**config.mk**
```make
export PLATFORM = sky130hd
export DESIGN_NAME = lookupStage_flat
export DESIGN_NICKNAME = d
export VERILOG_FILES = /design/src/source/texCachePkg.sv /design/src/source/cacheReadIf.sv /design/src/source/lookupStage.sv /design/src/flat_wrapper.sv
export VERILOG_INCLUDE_DIRS = /design/src /design/src/source
export SDC_FILE = /design/constraint.sdc
export NUM_CORES = 1
export LEC_CHECK = 0
export BUFFER_PORTS_ARGS = -buffer_cell sky130_fd_sc_hd__buf_4
export CORE_AREA = 2 2 57 59
export DETAILED_ROUTE_END_ITERATION = 10
export DIE_AREA = 0 0 59 61
export MAX_ROUTING_LAYER = met4
export PLACE_DENSITY = 0.8
export SKIP_CTS_REPAIR_TIMING = 1
export SYNTH_ARGS = -nofsm -noshare
export SYNTH_HDL_FRONTEND = slang
export SYNTH_SLANG_ARGS = --single-unit
export TNS_END_PERCENT = 10
```
**constraint.sdc**
```tcl
create_clock -name clk -period 1.75 [get_ports clk]
set_input_delay 0 -clock clk [delete_from_list [all_inputs] [get_ports clk]]
set_output_delay 0 -clock clk [all_outputs]
set_load 0.02 [all_outputs]
```
**src/source/texCache_cfg.svh**
```systemverilog
/*
	texture cache configuration
	widths of the texture memory addresses, the line and the texel,
	and the index width that sets the cache size
*/
`ifndef TEX_CACHE_CFG_SVH
`define TEX_CACHE_CFG_SVH

// 64-bit word address into 1 MB of texture memory
`define TEX_WORD_ADDR_W 17
// halfword address as seen by the texel fetch
`define TEX_LOOK_ADDR_W 19

// entry index width, 8 gives the 2 KB cache and 9 the 4 KB one
`define TEX_INDEX_W 8
// entry count follows the index width
`define TEX_ENTRIES (1 << `TEX_INDEX_W)

// one cache line holds one spied memory word
`define TEX_LINE_W 64
`define TEX_PIXEL_W 16

`endif

```
**src/source/texCachePkg.sv**
```systemverilog
/*
	texture cache types
	vector types for addresses, tags, lines and texels, plus the
	format-dependent address swizzle shared by the write spy and
	the lookup ports
*/
`include "texCache_cfg.svh"

package texCachePkg;

	// word address on the 64-bit texture bus
	typedef logic [`TEX_WORD_ADDR_W-1:0] wordAddrT;
	// texel address, word address plus halfword select
	typedef logic [`TEX_LOOK_ADDR_W-1:0] lookAddrT;

	// entry index and the tag above it, both taken from the swizzled address
	typedef logic [`TEX_INDEX_W-1:0] indexT;
	typedef logic [`TEX_WORD_ADDR_W-`TEX_INDEX_W-1:0] tagT;

	typedef logic [`TEX_LINE_W-1:0] lineT;
	typedef logic [`TEX_PIXEL_W-1:0] pixelT;

	// which halfword of the line a lookup wants
	typedef logic [`TEX_LOOK_ADDR_W-`TEX_WORD_ADDR_W-1:0] halfSelT;

	// remap a word address so that a small 2D block of texels
	// lands in distinct entries instead of one long scan line
	// 16 bpp keeps 5 column bits and 5 row bits in the low part
	// 8/4 bpp keeps 6 column bits and 6 row bits in the low part
	function automatic wordAddrT swizzle(input wordAddrT addr, input logic trueColor);
		wordAddrT mapped;
		if (trueColor) begin
			// page, column, row, word within row
			mapped = {addr[16:13], addr[7:3], addr[12:8], addr[2:0]};
		end else begin
			// page, column, row, word within row, narrower page
			mapped = {addr[16:14], addr[7:2], addr[13:8], addr[1:0]};
		end
		return mapped;
	endfunction

endpackage

```
**src/source/cacheReadIf.sv**
```systemverilog
/*
	cache read port
	one lookup stage asks for an entry index, the store answers
	next cycle with the stored tag, line and valid flag
*/
`timescale 1ns/1ns

interface cacheReadIf;

	// requested entry, sampled by the store on every clock
	texCachePkg::indexT readIndex;

	// registered contents of that entry, one cycle later
	texCachePkg::tagT readTag;
	texCachePkg::lineT readLine;
	logic readValid;

	// lookup side
	modport stage (output readIndex, input readTag, input readLine, input readValid);

	// storage side
	modport store (input readIndex, output readTag, output readLine, output readValid);

endinterface

```
**src/source/lookupStage.sv**
```systemverilog
/*
	texel lookup stage
	remaps the word part of a texel address, asks the store for that
	entry, then one cycle later checks the tag and valid flag and
	picks the wanted halfword out of the returned line
*/
`timescale 1ns/1ns
`include "texCache_cfg.svh"

module lookupStage (
	input logic clk,
	input logic textureFormatTrueColor,
	input texCachePkg::lookAddrT lookAddr,
	output texCachePkg::pixelT dataOut,
	output logic isHit,
	cacheReadIf.stage store
);

	// split of the texel address
	texCachePkg::wordAddrT lookWord;
	texCachePkg::halfSelT lookHalf;

	// remapped word address for this format
	texCachePkg::wordAddrT lookMapped;

	// lookup in flight, waiting for the store
	texCachePkg::tagT expTag;
	texCachePkg::halfSelT pendHalf;

	// upper bits address a 64-bit word
	assign lookWord = lookAddr[`TEX_LOOK_ADDR_W-1:`TEX_LOOK_ADDR_W-`TEX_WORD_ADDR_W];
	// low bits pick one of four texels in it
	assign lookHalf = lookAddr[`TEX_LOOK_ADDR_W-`TEX_WORD_ADDR_W-1:0];

	// must match the remap used when the line was written
	assign lookMapped = texCachePkg::swizzle(lookWord, textureFormatTrueColor);

	// index goes out straight away, the store registers it
	assign store.readIndex = lookMapped[`TEX_INDEX_W-1:0];

	// keep what is needed to judge the answer next cycle
	// no reset, isHit is qualified by the store's valid flag
	always_ff @(posedge clk) begin
		expTag <= lookMapped[`TEX_WORD_ADDR_W-1:`TEX_INDEX_W];
		pendHalf <= lookHalf;
	end

	// hit only when the entry is filled and holds this very word
	assign isHit = store.readValid && (store.readTag == expTag);

	// halfword select, texel 0 sits in the low bits of the line
	always_comb begin
		dataOut = store.readLine[pendHalf * `TEX_PIXEL_W +: `TEX_PIXEL_W];
	end

	// a reported hit must deliver real data from the store
	assert property (@(posedge clk)
		isHit |-> !$isunknown(dataOut));

endmodule

```
**src/flat_wrapper.sv**
```systemverilog
// flat-port wrapper written by rule: the top's interface ports become plain ports
module lookupStage_flat 
  (clk, textureFormatTrueColor, lookAddr, dataOut, isHit, store_readIndex, store_readTag, store_readLine, store_readValid);
  cacheReadIf store_i ();
  input logic clk;
  input logic textureFormatTrueColor;
  input texCachePkg::lookAddrT lookAddr;
  output texCachePkg::pixelT dataOut;
  output logic isHit;
  output wire logic [$bits(store_i.readIndex)-1:0] store_readIndex;
  input wire logic [$bits(store_i.readTag)-1:0] store_readTag;
  input wire logic [$bits(store_i.readLine)-1:0] store_readLine;
  input wire logic [$bits(store_i.readValid)-1:0] store_readValid;
  assign store_readIndex = store_i.readIndex;
  assign store_i.readTag = store_readTag;
  assign store_i.readLine = store_readLine;
  assign store_i.readValid = store_readValid;
  lookupStage u_core (.clk(clk), .textureFormatTrueColor(textureFormatTrueColor), .lookAddr(lookAddr), .dataOut(dataOut), .isHit(isHit), .store(store_i));
endmodule
```
# == Word level (Yosys, flattened, before mapping) ==
# Cells that the tools add are included.
# W data, S select, Z words.
# classes
add_sub_neg,0
mul,0
n_div,0
n_lt_le_gt_ge,0
n_eq_ne,1
shifts,1
muxes,1
n_bitwise,0
reduce_logical,1
# op_table
op,count
$shiftx A64 B7 Y16,1
$mux W14,1
$eq A9 B9 Y1,1
$logic_and A1 B1 Y1,1
# word_totals
reg_bits,11
latch_bits,0
ramBits,0
mem_bits_ro,0
in_bits,95
output_inout_bits,25
word_cells,6
n_memories,0

# == Depth between registers and ports, before layout ==
# Gate-level depths: netlist of run 1.
# depth
ltp_word,2
ltp_mapped,3

# == Worst setup path after synthesis of run 1 ==
# No wires, ideal clock.
# synth_timing
path_type,register -> output
startpoint,reg u_core.pendHalf[0]
endpoint,out dataOut[10]
arrival_ns,1.142
setup_slack_ns,0.608
path_stages_with_launch,4
n_path_buf,2
path_cell_list,dfxtp_1 -> buf_6 -> buf_12 -> mux4_2
# synth_via
elab_chain_len,1
# synth_lines
item,line,text
"start, declared",lookupStage.sv:28,texCachePkg::halfSelT pendHalf;
"start signal, assigned",lookupStage.sv:45,pendHalf <= lookHalf;
$shiftx A64 B7 Y16,lookupStage.sv:53,dataOut = store.readLine[pendHalf * `TEX_PIXEL_W +: `TEX_PIXEL_W];
"end, declared",flat_wrapper.sv:8,output texCachePkg::pixelT dataOut;
# No other way between the ends.

# == Worst setup path after layout of run 1 ==
# layout_timing
startpoint,reg u_core.pendHalf[0]
endpoint,out dataOut[15]
# The elaborated chain is that of the path after synthesis.

==> metrics, run 1 <==
sequential share of power 30.8%; largest net degree at the start of global routing 17; Reg clk slew, reported paths 0.07 ns; hold path depth 0; remaining global-route overflow 0; Hold/Removal Path Class in -> out; async set or reset register ratio after synthesis 0%; Pwr Density 474 nW/um^2; port bufs 115; deepest clock path buffer count 2; biggest area consumer among synthesized cells mux4_2; top cell type's share of synthesized area 23.8%; Routed WL per cell 15.5 um; core area 2950 sq um; CTS root buffer clkbuf_4; global-route usage over all layers 17.9%; predominant post-synthesis flop cell dfxtp_1; switching power 254 uW; vias 1069; # IOs 120; Setup crit end kind output port; Synth Net Count 160; vias in the first global route 1093; synthesized instance count 65; Max stage delay on crit path 0.61 ns; critical path peak fanout 16; Post-synth top cells mux2_2 (12), dfxtp_1 (11), mux4_2 (10), xnor2_1 (9), buf_4 (8); DRC violation total after the first TritonRoute iteration 29; Internal 655 uW; crit path DAT 1.64 ns; Final period util 93.5%; clock buffer count from CTS 3; Post-synth EDFFs 0; Max Slew Vio Count 0; antenna violations before repair 0; delay-heaviest family, CP multiplexers; # diodes 0; achievable frequency 611 MHz; share of cells above drive strength 1 76.3%; #FFs+latches synth 11; count leader, synth mux2_2; critical path cell sequence buf_4, mux4_1, buf_4; min-delay src lookAddr[2]; critical path required time 1.75 ns; Netlist cell types 12; top post-synthesis cells by area mux4_2 (24%), dfxtp_1 (23%), mux4_1 (17%); die height 61 um; setup TNS 0 ns; layout net count 282; Final Hold Violating Endpoints 0; Startpoint Class flip-flop; Pleak 0.000923 uW; Crit Path Class reg -> out; area of the mapped netlist 945 sq um; Detailed Routing Iterations Pass 1 4; first-pass GRT wire length 4.68 mm; Slew HR 57.6%; Ys Warns 0; post-route ant nets 0; slowest cell on the critical path mux4_1; CP Buf/Inv Count 2; standard-cell rows 20; die area 3600 sq um; area delta synth->final 103%; CTS tree yes; CTS Sinks 11; Switching Share 27.9%; # H-tree levels 1; Crit path top cell by count buf_4; run status finished, final reports clean; Initial Utilization 32.0%; Final min period 1.64 ns; DR vias/cell 4.88; syn_area_per_cell 14.5 sq um; hold slack 0.000134 ns; Clock power frac 18.3%; DIE WIDTH 59 um; GP Congestion 0.811; total routed wirelength 3.39 mm; max-cap violations 0; RSZ-0062 raised after global routing no; Slew @ Worst Pin 0.635 ns; Logic pwr share 51.0%; post-synthesis sequential area ratio 23.3%; VDD IR-drop max 0.000316 V; final setup fails 0; drc violations 0; hold path endpoint store_readIndex[0]
[cell usage in the layout, fill, tap and decap left out]
cell	count
buf_4	116
clkbuf_4	3
clkinv_2	1
dfxtp_1	11
dlygate4sd3_1	14
mux2_2	12
mux4_1	6
mux4_2	10
nand2_1	1
nand4_1	2
nor3_1	1
xnor2_1	9
[registers in the layout (all words and copies together), names as in the netlist]
signal           flops
u_core.pendHalf      2
u_core.expTag        9
[power by group through the flow]
stage               clock network (uW)  registers (uW)  logic [uW]
CTS                                173             280         439
detailed placement                   0             286         438
global placement                     0             286         427
finish                             166             280         463
floorplan                            0             279         226
global route                       181             281         492
[per-layer routing]
layer / GRT usage [%] / routed length, um
met5: - / 0
met4: 3.90 / 11
met3: 3.62 / 337
met2: 38.3 / 2030
met1: 15.5 / 1010
[worst max path at each step]
stage / start / to / slack (ns) / depth (start not counted)
floorplan: u_core.pendHalf[0] / dataOut[10] / 0.61 / 3
finish: u_core.pendHalf[0] / dataOut[15] / 0.11 / 3
global route: u_core.pendHalf[0] / dataOut[15] / 0.04 / 3
global placement: u_core.pendHalf[0] / dataOut[3] / 0.43 / 3
CTS: u_core.pendHalf[0] / dataOut[15] / 0.08 / 3
detailed placement: u_core.pendHalf[0] / dataOut[15] / 0.38 / 3
[cells by family (layout without fill, tap and decap cells)]
kind of cell | count (synthesis) | in the layout | share of synthesized area, %
muxes | 28 | 28 | 54.8
DFF | 11 | 11 | 23.3
and+or+nand+nor | 4 | 4 | 2.25
xor gates and xnor gates | 9 | 9 | 8.34
buffers and inverters | 13 | 134 | 11.3
[stage by stage]
step / power (uW) / util [%] / setup WS (ns) / cells / instance area, sq um
global placement: 713 / 59.3 / 0.427 / 201 / 1750
CTS: 893 / 60.2 / 0.0849 / 205 / 1780
global route: 954 / 65.0 / 0.0445 / 219 / 1920
floorplan: 505 / - / 0.608 / 65 / 945
finish: 909 / 65.0 / 0.114 / 219 / 1920
detailed placement: 724 / 59.3 / 0.384 / 201 / 1750
[area by class of cell]
class	count	area, sq um
clock buffers	3	22.5
clock inverters	1	5.00
fillers	219	1030
multi-input cells	41	618
flip-flops and latches	11	220
well taps	33	41.3
repair buffers	130	1010
No activity file was read; power rests on OpenSTA's default activity.
==> run 2, diff against run 1 <==
--- a/config.mk
+++ b/config.mk
@@ -6,7 +6,7 @@
 export SDC_FILE = /design/constraint.sdc
 export NUM_CORES = 1
 export LEC_CHECK = 0
-export BUFFER_PORTS_ARGS = -buffer_cell sky130_fd_sc_hd__buf_4
+export BUFFER_PORTS_ARGS = -buffer_cell sky130_fd_sc_hd__buf_2
 export CORE_AREA = 2 2 57 59
 export DETAILED_ROUTE_END_ITERATION = 10
 export DIE_AREA = 0 0 59 61
==> run 2 against run 1 <==
  * Sequential cell count unchanged
  * Global-route usage fell by 2.9 points
  * Utilization fell by 9.7 points
  * Cell count unchanged
  * Clock power about the same
  * Clock-buffer cell count stayed put
  * Non-clock buffer count stayed put
  * Hold slack about the same
  * Sequential power barely moved
  * Maximum frequency rose by 0.91%
  * Via count is 3.0% lower
  * Critical endpoint is now dataOut[1]
  * Largest power group unchanged
  * Highest routed layer unchanged
==> metrics, run 2 (synthesis results as in run 1) <==
global-route usage over all layers 15.0% (-2.9 points); port bufs 115 (unchanged); CTS Sinks 11 (unchanged); Startpoint Class flip-flop; core area 2950 sq um (unchanged); critical path peak fanout 16 (unchanged); first-pass GRT wire length 3.80 mm (-19%); area delta synth->final 72.6%; achievable frequency 617 MHz (+0.91%); most frequent cells in the layout buf_2 (115), dlygate4sd3_1 (14), mux2_2 (12); DR vias/cell 4.74 (-3.0%); die area 3600 sq um (unchanged); standard-cell rows 20 (unchanged); remaining global-route overflow 0 (unchanged); Initial Utilization 32.0% (unchanged); layout net count 282 (unchanged); Total Power 816 uW (-10%); die height 61 um (unchanged); setup TNS 0 ns (unchanged); Routed WL per cell 13.4 um (-13%); Slew HR 59.3% (+1.7 points); max FFs per register 9 (unchanged); critical path required time 1.75 ns (about the same); share of cells above drive strength 1 76.3% (unchanged); Detailed Routing Iterations Pass 1 4 (unchanged); largest reg by FF count u_core.expTag; DRC violation total after the first TritonRoute iteration 10 (-66%); Pwr Density 501 nW/um^2 (+5.7%); final setup fails 0 (unchanged); vias in the first global route 908 (-17%); VDD IR-drop max 0.000393 V (+24%); RSZ-0062 raised after global routing no; deepest clock path buffer count 2 (unchanged); Final period util 92.6% (-0.84 points); max-cap violations 0 (unchanged); crit path DAT 1.62 ns (-0.02 ns); Max Slew Vio Count 0 (unchanged); Slew @ Worst Pin 0.610 ns (-0.0256 ns); hold path depth 0 (unchanged); vias 1037 (-3.0%); DP HPWL 2.49 mm; # IOs 120 (unchanged); DIE WIDTH 59 um (unchanged); Crit Path Class reg -> out; total routed wirelength 2.94 mm (-13%); CTS root buffer clkbuf_4; run status finished, final reports clean; most common cell after layout, fill and taps aside buf_2; Final min period 1.62 ns (-0.0147 ns); Reg clk slew, reported paths 0.07 ns (about the same); post-route ant nets 0 (unchanged); largest net degree at the start of global routing 17 (unchanged); # diodes 0 (unchanged); # H-tree levels 1 (unchanged); drc violations 0 (unchanged); GP Congestion 0.791 (-2.5%); Final Hold Violating Endpoints 0 (unchanged); Setup crit end kind output port; Hold/Removal Path Class in -> out; CTS tree yes; top flop regs u_core.expTag (9), u_core.pendHalf (2); antenna violations before repair 0 (unchanged); clock buffer count from CTS 3 (unchanged); Pleak 0.000824 uW (-11%)
[run 2: worst max-delay path, stage by stage, from the launching register on]
cell and delay (ns):
dfxtp_1 0.31, buf_4 0.27, mux4_1 0.60, buf_2 0.18
[run 2: cell type report]
type	instances	area [sq um]
Clock buffer	3	22.5
Clock inverter	1	5.00
Fill cell	272	1320
Multi-Input combinational cell	41	618
Sequential cell	11	220
Tap cell	33	41.3
Timing Repair Buffer	130	723
[run 2: routing by layer]
layer / vias to the layer above / share of wire (%) / global-route usage [%]
li1: 497 / - / -
met1: 462 / 30 / 12.3
met2: 74 / 59 / 31.0
met3: 4 / 11 / 4.05
met4: 0 / 0.92 / 5.84
met5: - / 0 / -
[run 2: worst paths after layout]
path                from                 end  slack, ns
max   u_core.pendHalf[0]          dataOut[1]       0.13
min          lookAddr[2]  store_readIndex[0]     0.0001
[run 2: power by group]
group          internal, uW  total (uW)  switching (uW)  leakage, uW
combinational           220         372             152     0.000713
sequential              268         280            12.5    0.0000928
clock                  84.4         165            80.3    0.0000177
total                   572         816             245     0.000824
[run 2: stage by stage]
step                      util [%]  hold WS, ns  std cells  setup WS (ns)  cell area (sq um)
after floorplan                  -       0.0277         65          0.608                945
after global placement        49.5     0.000161        201          0.431               1460
after detailed placement      49.5     0.000161        201          0.392               1460
after CTS                     50.5       -0.175        205         0.0948               1490
after global routing          55.2     0.000170        219         0.0209               1630
final                         55.2     0.000134        219          0.129               1630
